<file path="src/logic/sink_pkg.sv">
// store streamer package with shared widths, channel structs and the control FSM state
package sink_pkg;

  // widths
  localparam int unsigned ADDR_W     = 32;             // byte address
  localparam int unsigned STRM_DW    = 32;             // stream word
  localparam int unsigned STRM_BE    = STRM_DW / 8;    // stream strobe
  localparam int unsigned MEM_DW     = STRM_DW + 32;   // widened for misaligned stores
  localparam int unsigned MEM_BE     = MEM_DW / 8;
  localparam int unsigned STRIDE_W   = 16;             // byte step
  localparam int unsigned CNT_W      = 16;             // word counter, max job 2^16-1
  localparam int unsigned OFFS_W     = 2;              // byte offset inside a word

  // address buffer
  localparam int unsigned FIFO_DEPTH = 2;
  localparam int unsigned FIFO_PTR_W = (FIFO_DEPTH > 1) ? $clog2(FIFO_DEPTH) : 1;
  localparam int unsigned FIFO_CNT_W = $clog2(FIFO_DEPTH + 1);

  // job configuration, 1-d pattern
  typedef struct packed {
    logic [ADDR_W-1:0]   base_addr;
    logic [STRIDE_W-1:0] stride;     // bytes between words
    logic [CNT_W-1:0]    tot_len;    // words in the job
  } sink_cfg_t;

  typedef struct packed {
    logic      req_start;
    sink_cfg_t cfg;
  } sink_ctrl_t;

  typedef struct packed {
    logic ready_start;   // idle, a start is taken
    logic done;          // one cycle after the last store
    logic gen_done;      // all addresses issued
  } sink_flags_t;

  // incoming stream beat
  typedef struct packed {
    logic [STRM_DW-1:0] data;
    logic [STRM_BE-1:0] strb;
  } strm_beat_t;

  // store request on the memory port
  typedef struct packed {
    logic [ADDR_W-1:0] addr;   // word aligned
    logic [MEM_DW-1:0] data;
    logic [MEM_BE-1:0] be;
  } mem_store_t;

  typedef enum logic [1:0] {
    SINK_IDLE,
    SINK_WORKING,
    SINK_DRAIN
  } sink_state_e;

endpackage
</file>
<file path="src/logic/sink_streamer.sv">
// store streamer top, address generation, buffering, alignment and control
`timescale 1ns/10ps

module sink_streamer (
  input  logic                  clk_i,
  input  logic                  rst_ni,
  input  logic                  clear_i,
  input  logic                  enable_i,
  // stream in
  input  logic                  strm_valid_i,
  input  sink_pkg::strm_beat_t  strm_i,
  output logic                  strm_ready_o,
  // memory store port
  output logic                  mem_valid_o,
  output sink_pkg::mem_store_t  mem_o,
  input  logic                  mem_gnt_i,
  // control plane
  input  sink_pkg::sink_ctrl_t  ctrl_i,
  output sink_pkg::sink_flags_t flags_o
);

  logic                        gen_en, gen_clr, gen_done;
  logic                        busy, store_fire;
  logic                        addr_valid, addr_ready;   // generator to fifo
  logic [sink_pkg::ADDR_W-1:0] addr;
  logic                        head_valid, head_ready;   // fifo to aligner
  logic [sink_pkg::ADDR_W-1:0] head_addr;

  sink_ctrl u_sink_ctrl (
    .clk_i        ( clk_i      ),
    .rst_ni       ( rst_ni     ),
    .clear_i      ( clear_i    ),
    .enable_i     ( enable_i   ),
    .ctrl_i       ( ctrl_i     ),
    .gen_done_i   ( gen_done   ),
    .store_fire_i ( store_fire ),
    .gen_en_o     ( gen_en     ),
    .gen_clr_o    ( gen_clr    ),
    .busy_o       ( busy       ),
    .flags_o      ( flags_o    )
  );

  sink_addr_gen u_sink_addr_gen (
    .clk_i        ( clk_i      ),
    .rst_ni       ( rst_ni     ),
    .clear_i      ( clear_i    ),
    .enable_i     ( enable_i   ),
    .gen_en_i     ( gen_en     ),
    .gen_clr_i    ( gen_clr    ),
    .cfg_i        ( ctrl_i.cfg ),   // held by the host for the job
    .addr_valid_o ( addr_valid ),
    .addr_o       ( addr       ),
    .addr_ready_i ( addr_ready ),
    .gen_done_o   ( gen_done   )
  );

  sink_addr_fifo u_sink_addr_fifo (
    .clk_i        ( clk_i      ),
    .rst_ni       ( rst_ni     ),
    .clear_i      ( clear_i    ),
    .push_valid_i ( addr_valid ),
    .push_addr_i  ( addr       ),
    .push_ready_o ( addr_ready ),
    .pop_valid_o  ( head_valid ),
    .pop_addr_o   ( head_addr  ),
    .pop_ready_i  ( head_ready )
  );

  sink_store_align u_sink_store_align (
    .busy_i       ( busy         ),
    .addr_valid_i ( head_valid   ),
    .addr_i       ( head_addr    ),
    .addr_ready_o ( head_ready   ),
    .strm_valid_i ( strm_valid_i ),
    .strm_i       ( strm_i       ),
    .strm_ready_o ( strm_ready_o ),
    .mem_valid_o  ( mem_valid_o  ),
    .mem_o        ( mem_o        ),
    .mem_gnt_i    ( mem_gnt_i    ),
    .store_fire_o ( store_fire   )
  );

endmodule

</file>
<file path="src/logic/sink_ctrl.sv">
// streamer control FSM, latches the job, counts granted stores and flags completion
`timescale 1ns/10ps

module sink_ctrl (
  input  logic                  clk_i,
  input  logic                  rst_ni,
  input  logic                  clear_i,
  input  logic                  enable_i,
  input  sink_pkg::sink_ctrl_t  ctrl_i,
  input  logic                  gen_done_i,
  input  logic                  store_fire_i,
  output logic                  gen_en_o,
  output logic                  gen_clr_o,
  output logic                  busy_o,
  output sink_pkg::sink_flags_t flags_o
);

  sink_pkg::sink_state_e      state_q, state_d;
  sink_pkg::sink_cfg_t        cfg_q;            // job copy
  logic [sink_pkg::CNT_W-1:0] cnt_q, cnt_d;     // granted stores
  logic                       done_q;
  logic                       finish;           // last store granted this cycle
  logic                       start;

  assign start = (state_q == sink_pkg::SINK_IDLE) & ctrl_i.req_start;
  assign cnt_d = cnt_q + store_fire_i;

  // next count is checked so done lands the cycle right after the last grant
  always_comb begin
    state_d = state_q;
    finish  = 1'b0;
    case (state_q)
      sink_pkg::SINK_IDLE: begin
        if (ctrl_i.req_start) state_d = sink_pkg::SINK_WORKING;
      end
      sink_pkg::SINK_WORKING: begin
        // last grant can coincide with gen_done showing up
        if (gen_done_i) begin
          if (cnt_d == cfg_q.tot_len) begin
            finish  = 1'b1;
            state_d = sink_pkg::SINK_IDLE;
          end else begin
            state_d = sink_pkg::SINK_DRAIN;
          end
        end
      end
      sink_pkg::SINK_DRAIN: begin
        if (cnt_d == cfg_q.tot_len) begin   // wait for the tail stores
          finish  = 1'b1;
          state_d = sink_pkg::SINK_IDLE;
        end
      end
      default: state_d = sink_pkg::SINK_IDLE;
    endcase
  end

  always_ff @(posedge clk_i or negedge rst_ni) begin
    if (!rst_ni) begin
      state_q <= sink_pkg::SINK_IDLE;
      cfg_q   <= '0;
      cnt_q   <= '0;
      done_q  <= 1'b0;
    end else if (clear_i) begin
      state_q <= sink_pkg::SINK_IDLE;
      cfg_q   <= '0;
      cnt_q   <= '0;
      done_q  <= 1'b0;
    end else if (enable_i) begin
      state_q <= state_d;
      done_q  <= finish;                    // one cycle pulse
      if (start) cfg_q <= ctrl_i.cfg;
      if (finish) begin
        cnt_q <= '0;                        // ready for the next job
      end else begin
        cnt_q <= cnt_d;
      end
    end
  end

  assign gen_en_o  = (state_q != sink_pkg::SINK_IDLE);
  assign gen_clr_o = finish & enable_i;     // rewind generator with the job
  assign busy_o    = enable_i & (state_q != sink_pkg::SINK_IDLE);

  assign flags_o.ready_start = (state_q == sink_pkg::SINK_IDLE);
  assign flags_o.done        = done_q;
  assign flags_o.gen_done    = gen_done_i;

endmodule

</file>
<file path="src/logic/sink_store_align.sv">
// store aligner, joins address head and stream beat and shifts them into the memory lane
`timescale 1ns/10ps

module sink_store_align (
  input  logic                        busy_i,         // job running, not frozen
  input  logic                        addr_valid_i,
  input  logic [sink_pkg::ADDR_W-1:0] addr_i,
  output logic                        addr_ready_o,
  input  logic                        strm_valid_i,
  input  sink_pkg::strm_beat_t        strm_i,
  output logic                        strm_ready_o,
  output logic                        mem_valid_o,
  output sink_pkg::mem_store_t        mem_o,
  input  logic                        mem_gnt_i,
  output logic                        store_fire_o    // one per accepted store
);

  logic [sink_pkg::OFFS_W-1:0] offs;     // byte offset in the word
  logic [sink_pkg::MEM_DW-1:0] data_wide;
  logic [sink_pkg::MEM_BE-1:0] be_wide;
  logic                        fire;

  assign offs = addr_i[sink_pkg::OFFS_W-1:0];

  // zero extend then shift, uncovered lanes stay zero
  assign data_wide = sink_pkg::MEM_DW'(strm_i.data);
  assign be_wide   = sink_pkg::MEM_BE'(strm_i.strb);

  always_comb begin
    mem_o      = '0;
    mem_o.addr = {addr_i[sink_pkg::ADDR_W-1:sink_pkg::OFFS_W], {sink_pkg::OFFS_W{1'b0}}};
    mem_o.data = data_wide << {offs, 3'b000};   // 8 bits per byte
    mem_o.be   = be_wide << offs;
  end

  // request only when both halves are here
  assign mem_valid_o = busy_i & addr_valid_i & strm_valid_i;
  assign fire        = mem_valid_o & mem_gnt_i;

  // both sides popped together on the grant, request held otherwise
  assign addr_ready_o = fire;
  assign strm_ready_o = fire;
  assign store_fire_o = fire;

endmodule

</file>
<file path="src/logic/sink_addr_fifo.sv">
// address buffer, small circular valid/ready FIFO between generator and aligner
`timescale 1ns/10ps

module sink_addr_fifo (
  input  logic                        clk_i,
  input  logic                        rst_ni,
  input  logic                        clear_i,
  input  logic                        push_valid_i,
  input  logic [sink_pkg::ADDR_W-1:0] push_addr_i,
  output logic                        push_ready_o,
  output logic                        pop_valid_o,
  output logic [sink_pkg::ADDR_W-1:0] pop_addr_o,
  input  logic                        pop_ready_i
);

  logic [sink_pkg::ADDR_W-1:0]     mem_q [sink_pkg::FIFO_DEPTH];
  logic [sink_pkg::FIFO_PTR_W-1:0] wr_ptr_q, rd_ptr_q;
  logic [sink_pkg::FIFO_CNT_W-1:0] cnt_q;
  logic                            push, pop;

  assign push_ready_o = (cnt_q != sink_pkg::FIFO_CNT_W'(sink_pkg::FIFO_DEPTH));   // not full
  assign pop_valid_o  = (cnt_q != '0);                                            // not empty
  assign pop_addr_o   = mem_q[rd_ptr_q];

  assign push = push_valid_i & push_ready_o;
  assign pop  = pop_valid_o & pop_ready_i;

  // wrap at depth, not at pointer width
  function automatic logic [sink_pkg::FIFO_PTR_W-1:0] ptr_inc(
    input logic [sink_pkg::FIFO_PTR_W-1:0] ptr
  );
    if (ptr == sink_pkg::FIFO_PTR_W'(sink_pkg::FIFO_DEPTH - 1)) begin
      return '0;
    end
    return ptr + 1'b1;
  endfunction

  always_ff @(posedge clk_i or negedge rst_ni) begin
    if (!rst_ni) begin
      wr_ptr_q <= '0;
      rd_ptr_q <= '0;
      cnt_q    <= '0;
    end else if (clear_i) begin
      wr_ptr_q <= '0;
      rd_ptr_q <= '0;
      cnt_q    <= '0;
    end else begin
      if (push) wr_ptr_q <= ptr_inc(wr_ptr_q);
      if (pop)  rd_ptr_q <= ptr_inc(rd_ptr_q);
      cnt_q <= cnt_q + push - pop;   // both at once leaves it unchanged
    end
  end

  // storage, payload only
  always_ff @(posedge clk_i) begin
    if (push) mem_q[wr_ptr_q] <= push_addr_i;
  end

endmodule

</file>
<file path="src/logic/sink_addr_gen.sv">
// 1-d address generator, one store address per handshake from base plus a byte stride
`timescale 1ns/10ps

module sink_addr_gen (
  input  logic                        clk_i,
  input  logic                        rst_ni,
  input  logic                        clear_i,
  input  logic                        enable_i,
  input  logic                        gen_en_i,     // job running
  input  logic                        gen_clr_i,    // end of job
  input  sink_pkg::sink_cfg_t         cfg_i,
  output logic                        addr_valid_o,
  output logic [sink_pkg::ADDR_W-1:0] addr_o,
  input  logic                        addr_ready_i,
  output logic                        gen_done_o
);

  logic [sink_pkg::ADDR_W-1:0] offs_q;   // running byte offset from base
  logic [sink_pkg::CNT_W-1:0]  cnt_q;    // addresses issued so far
  logic                        done_q;
  logic                        last;     // counter already at tot_len
  logic                        hs;       // address taken by the fifo
  logic                        hs_last;  // taking the final address
  logic                        clr;

  assign clr     = clear_i | gen_clr_i;
  assign last    = (cnt_q == cfg_i.tot_len);
  assign hs      = addr_valid_o & addr_ready_i;
  assign hs_last = hs & ((cnt_q + 1'b1) == cfg_i.tot_len);

  // first address comes straight from base, no warm-up cycle
  assign addr_o       = cfg_i.base_addr + offs_q;
  assign addr_valid_o = enable_i & gen_en_i & ~done_q & ~last;
  assign gen_done_o   = done_q;

  always_ff @(posedge clk_i or negedge rst_ni) begin
    if (!rst_ni) begin
      offs_q <= '0;
      cnt_q  <= '0;
    end else if (clr) begin
      offs_q <= '0;
      cnt_q  <= '0;
    end else if (enable_i && hs) begin
      offs_q <= offs_q + sink_pkg::ADDR_W'(cfg_i.stride);   // stride is unsigned
      cnt_q  <= cnt_q + 1'b1;
    end
  end

  // sticky until the controller clears it
  always_ff @(posedge clk_i or negedge rst_ni) begin
    if (!rst_ni) begin
      done_q <= 1'b0;
    end else if (clr) begin
      done_q <= 1'b0;
    end else if (enable_i && gen_en_i && (hs_last || last)) begin
      done_q <= 1'b1;   // last also covers a zero-length job
    end
  end

endmodule

</file>
<file path="config.mk">
export PLATFORM = sky130hd
export DESIGN_NAME = sink_streamer
export DESIGN_NICKNAME = d
export VERILOG_FILES = /design/src/logic/sink_pkg.sv /design/src/logic/sink_streamer.sv /design/src/logic/sink_ctrl.sv /design/src/logic/sink_store_align.sv /design/src/logic/sink_addr_fifo.sv /design/src/logic/sink_addr_gen.sv
export SDC_FILE = /design/constraint.sdc
export NUM_CORES = 1
export LEC_CHECK = 0
export BUFFER_PORTS_ARGS = -buffer_cell sky130_fd_sc_hd__buf_2
export CORE_MARGIN = 5
export CORE_UTILIZATION = 40
export CTS_BUF_LIST = sky130_fd_sc_hd__clkbuf_4
export CTS_CLUSTER_DIAMETER = 120
export CTS_CLUSTER_SIZE = 28
export DETAILED_ROUTE_END_ITERATION = 16
export SLEW_MARGIN = 0
export SYNTH_ARGS = -nofsm -noshare
export SYNTH_HDL_FRONTEND = slang
export SYNTH_SLANG_ARGS = --single-unit
export TNS_END_PERCENT = 30
</file>
<file path="constraint.sdc">
create_clock -name clk_i -period 4 [get_ports clk_i]
set_clock_uncertainty 0.15 [all_clocks]
set_input_delay 0.6 -clock clk_i [delete_from_list [all_inputs] [get_ports clk_i]]
set_output_delay 0.6 -clock clk_i [all_outputs]
set_load 0.01 [all_outputs]
</file>
==> reports/metrics.cfg <==
[setup_path]
cp_max_fo = 18
path_class = register to register
cp-end-kind = register
startpoint_type = register
cp.required_ns = 4.29
cp.arrival_ns = 4.13

[placed_design]
dp_hpwl_um = 21670
pre_cts_slack_ns = -0.02889
place_congestion = 0.9232
port_buffers = 204
post_dp_cell_area_sq_um = 11880

[die]
die-area_sq_um = 29370
initial_core_util = 0.4032
die-width_um = 171.4
placeableCoreArea_sq_um = 25840
rows = 59
die_h_um = 171.4
io_pins = 216

[clock_tree]
clk-insertion-delay-late_ns = 0.56
clk_pin_slew_ns = 0.15
h-tree-depth = 4
cts.sink_count = 152
clockRootBuffer = clkbuf_4
cts_tree = yes
numCtsBuffers = 17
cts_buffer_depth = 2

[timing]
finalSetupViolCount = 0
fin_crit_sh = 0.9587
whs_ns = 0.1317
min_period_ns = 3.835
worst_slew_pin_slew_ns = 0.9670
layout_setup_ws_ns = 0.1650
hold_violations = 0
slew_violations = 0
fmax_mhz = 260.8
max_slew_margin = 0.3530

[route]
drc = 0
drt-vias-per-instance = 5.349
dr.pass1.iters = 5
wirelength_um = 28580
ant_nets = 0
drt_iter0_markers = 490
dr_total_vias = 8997
wl_per_cell_um = 16.99

[cells_and_area]
postLayoutCellArea_sq_um = 12270
nets = 1497
area_growth_pct = 17.81
drive_gt1_frac = 0.2377

[worst_hold_path]
hold_path_class = input pin to register

[power]
power_density_nw_per_um2 = 421.2
p_total_mw = 5.170
peakVddDrop_mv = 0.2209
p_leak_nw = 5.609

[logic_synthesis]
ys.flop_type = dfrtp_1
synth-async-reset-ratio = 0.5789
synthCells = 1129
ys_seq_elements = 152
ys_warn_count = 0
synth.avg_cell_area_sq_um = 9.228
synth_area_sq_um = 10420
synth_edf_count = 64
ys_seq_area_frac = 0.3958
ys_types = 67

[global_routing]
track_usage = 0.1907
overflow = 0
antenna_found_initial = 3
grt_pass1_wl_um = 45060
grt_max_degree = 46
grt_pass1_vias = 8686

[flow_run]
drv_cap = 0

[status]
outcome = completed

path summary, 6_finish.rpt:
check	start	end	slack, ns	cells past startpoint
min in group asynchronous	rst_ni	u_sink_addr_gen.cnt_q[13]	0.41	2
max in group asynchronous	rst_ni	u_sink_ctrl.cfg_q[6]	2.50	3
max reg2reg	u_sink_ctrl.state_q[0]	u_sink_ctrl.cnt_q[10]	0.17	17
min	ctrl_i[9]	u_sink_ctrl.cfg_q[9]	0.13	3
max	u_sink_ctrl.state_q[0]	u_sink_ctrl.cnt_q[10]	0.17	17
min reg2reg	u_sink_ctrl.cnt_q[0]	u_sink_ctrl.cnt_q[0]	0.38	2
sequential cells by signal, indices dropped and copies added (netlist names):
register,flops
u_sink_addr_fifo.rd_ptr_q,1
u_sink_addr_fifo.wr_ptr_q,1
u_sink_addr_fifo.mem_q,64
u_sink_addr_gen.gen_done_o,1
u_sink_ctrl.cnt_q,16
u_sink_addr_gen.offs_q,32
u_sink_ctrl.state_q,2
u_sink_ctrl.cfg_q,16
u_sink_addr_gen.cnt_q,16
u_sink_addr_fifo.cnt_q,2
u_sink_ctrl.done_q,1
per-stage QoR:
| step | cells | utilization | TNS [ns] |
|---|---|---|---|
| 3_5_place_dp | 1643 | 0.4598 | -0.2263 |
| 3_3_place_gp | 1643 | 0.4598 | 0 |
| 6_report | 1682 | 0.4751 | 0 |
| 4_1_cts | 1680 | 0.4737 | 0 |
| 5_1_grt | 1682 | 0.4751 | -0.04417 |
| 2_1_floorplan | 1139 | - | 0 |
what timing repair did:
item                                   in CTS  in global routing
endpoints found under the hold margin      39                  0
setup endpoints to repair                   1                 59
resized for setup                           4                  6
hold buffers                                1                  0
pin swaps                                   3                  1
gates cloned                                1                  0
setup buffers                               3                  1
layout by cell type (no fill, tap or decap), drive strengths merged, types with 9 or more instances in the layout:
| cell | Yosys | routed |
|---|---|---|
| inv | 14 | 19 |
| conb | 1 | 11 |
| nor3 | 24 | 24 |
| dfrtp | 88 | 88 |
| buf | 26 | 233 |
| nor2 | 83 | 83 |
| ha | 55 | 55 |
| xnor2 | 74 | 74 |
| o31ai | 10 | 10 |
| xor2 | 50 | 50 |
| mux2i | 32 | 32 |
| clkbuf | 34 | 18 |
| a21o | 19 | 19 |
| edfxtp | 64 | 64 |
| o21ai | 66 | 66 |
| mux2 | 32 | 32 |
| nand4 | 9 | 9 |
| and3 | 38 | 38 |
| nand2b | 11 | 11 |
| nor2b | 12 | 12 |
| a21oi | 89 | 89 |
| nand2 | 174 | 174 |
| o211ai | 9 | 9 |
| o21a | 13 | 13 |
| nand3 | 26 | 26 |
cells by family (layout without fill, tap and decap cells):
group	count (synthesis)	after routing	share of synthesized area
simple gates	408	408	0.1822
compound gates	248	248	0.1477
flops	152	152	0.3958
xor+xnor	124	124	0.1042
buf+inv	75	282	0.03446
mux	64	64	0.06533
fa+ha+maj	57	57	0.06989
other cells	1	12	0.0003599
worst max-delay path: stages, from the launching register on:
cell,delay [ns]
dfrtp_1,0.37
inv_1,0.07
ha_1,0.22
nor2b_2,0.12
o211a_1,0.18
and2_4,0.16
ha_2,0.19
ha_2,0.22
nand3_1,0.15
o21ai_0,0.19
o31ai_1,0.10
nor4_1,0.34
o2111ai_1,0.22
buf_4,0.19
o41ai_4,0.33
buf_12,0.19
nand2b_1,0.23
o31ai_1,0.11
power breakdown:
| group | switching, mW | internal (mW) | total [mW] | leakage, nW |
|---|---|---|---|---|
| Clock | 0.600 | 0.382 | 0.982 | 0.158 |
| Combinational | 1.28 | 0.903 | 2.18 | 3.65 |
| Sequential | 0.109 | 1.89 | 2.00 | 1.80 |
| Total | 1.99 | 3.18 | 5.17 | 5.61 |
cells in the mapped netlist (all sizes together), types with 9 or more instances:
cell type	instances	area, sq um
nand2	174	653.1
a21oi	89	445.4
dfrtp	88	2202
nor2	83	311.6
xnor2	74	648.1
o21ai	66	330.3
edfxtp	64	1922
ha	55	688.2
xor2	50	437.9
and3	38	237.7
clkbuf	34	128.9
mux2	32	360.4
mux2i	32	320.3
buf	26	173.9
nand3	26	130.1
nor3	24	130.1
a21o	19	143.9
inv	14	52.55
o21a	13	97.59
nor2b	12	75.07
nand2b	11	68.82
o31ai	10	75.07
nand4	9	62.56
o211ai	9	67.56
metal layers:
metal | GRT usage | share of wire | vias to the layer above
met1 | 0.2480 | 0.44 | 4253
met4 | 0.05270 | 0.018 | 4
met5 | 0 | 0.00094 | -
met3 | 0.03402 | 0.063 | 36
met2 | 0.3283 | 0.48 | 294
li1 | - | - | 4410
area by class of cell:
cell class	count	area, sq um
antenna	1	2.502
clock buffer	18	135.1
clock inverter	14	142.6
fill	2518	13560
inverter	15	56.30
multi-input combinational	912	6060
sequential	152	4125
tap	335	419.2
timing repair buffer	235	1334
Power figures use the tool's default switching activity.
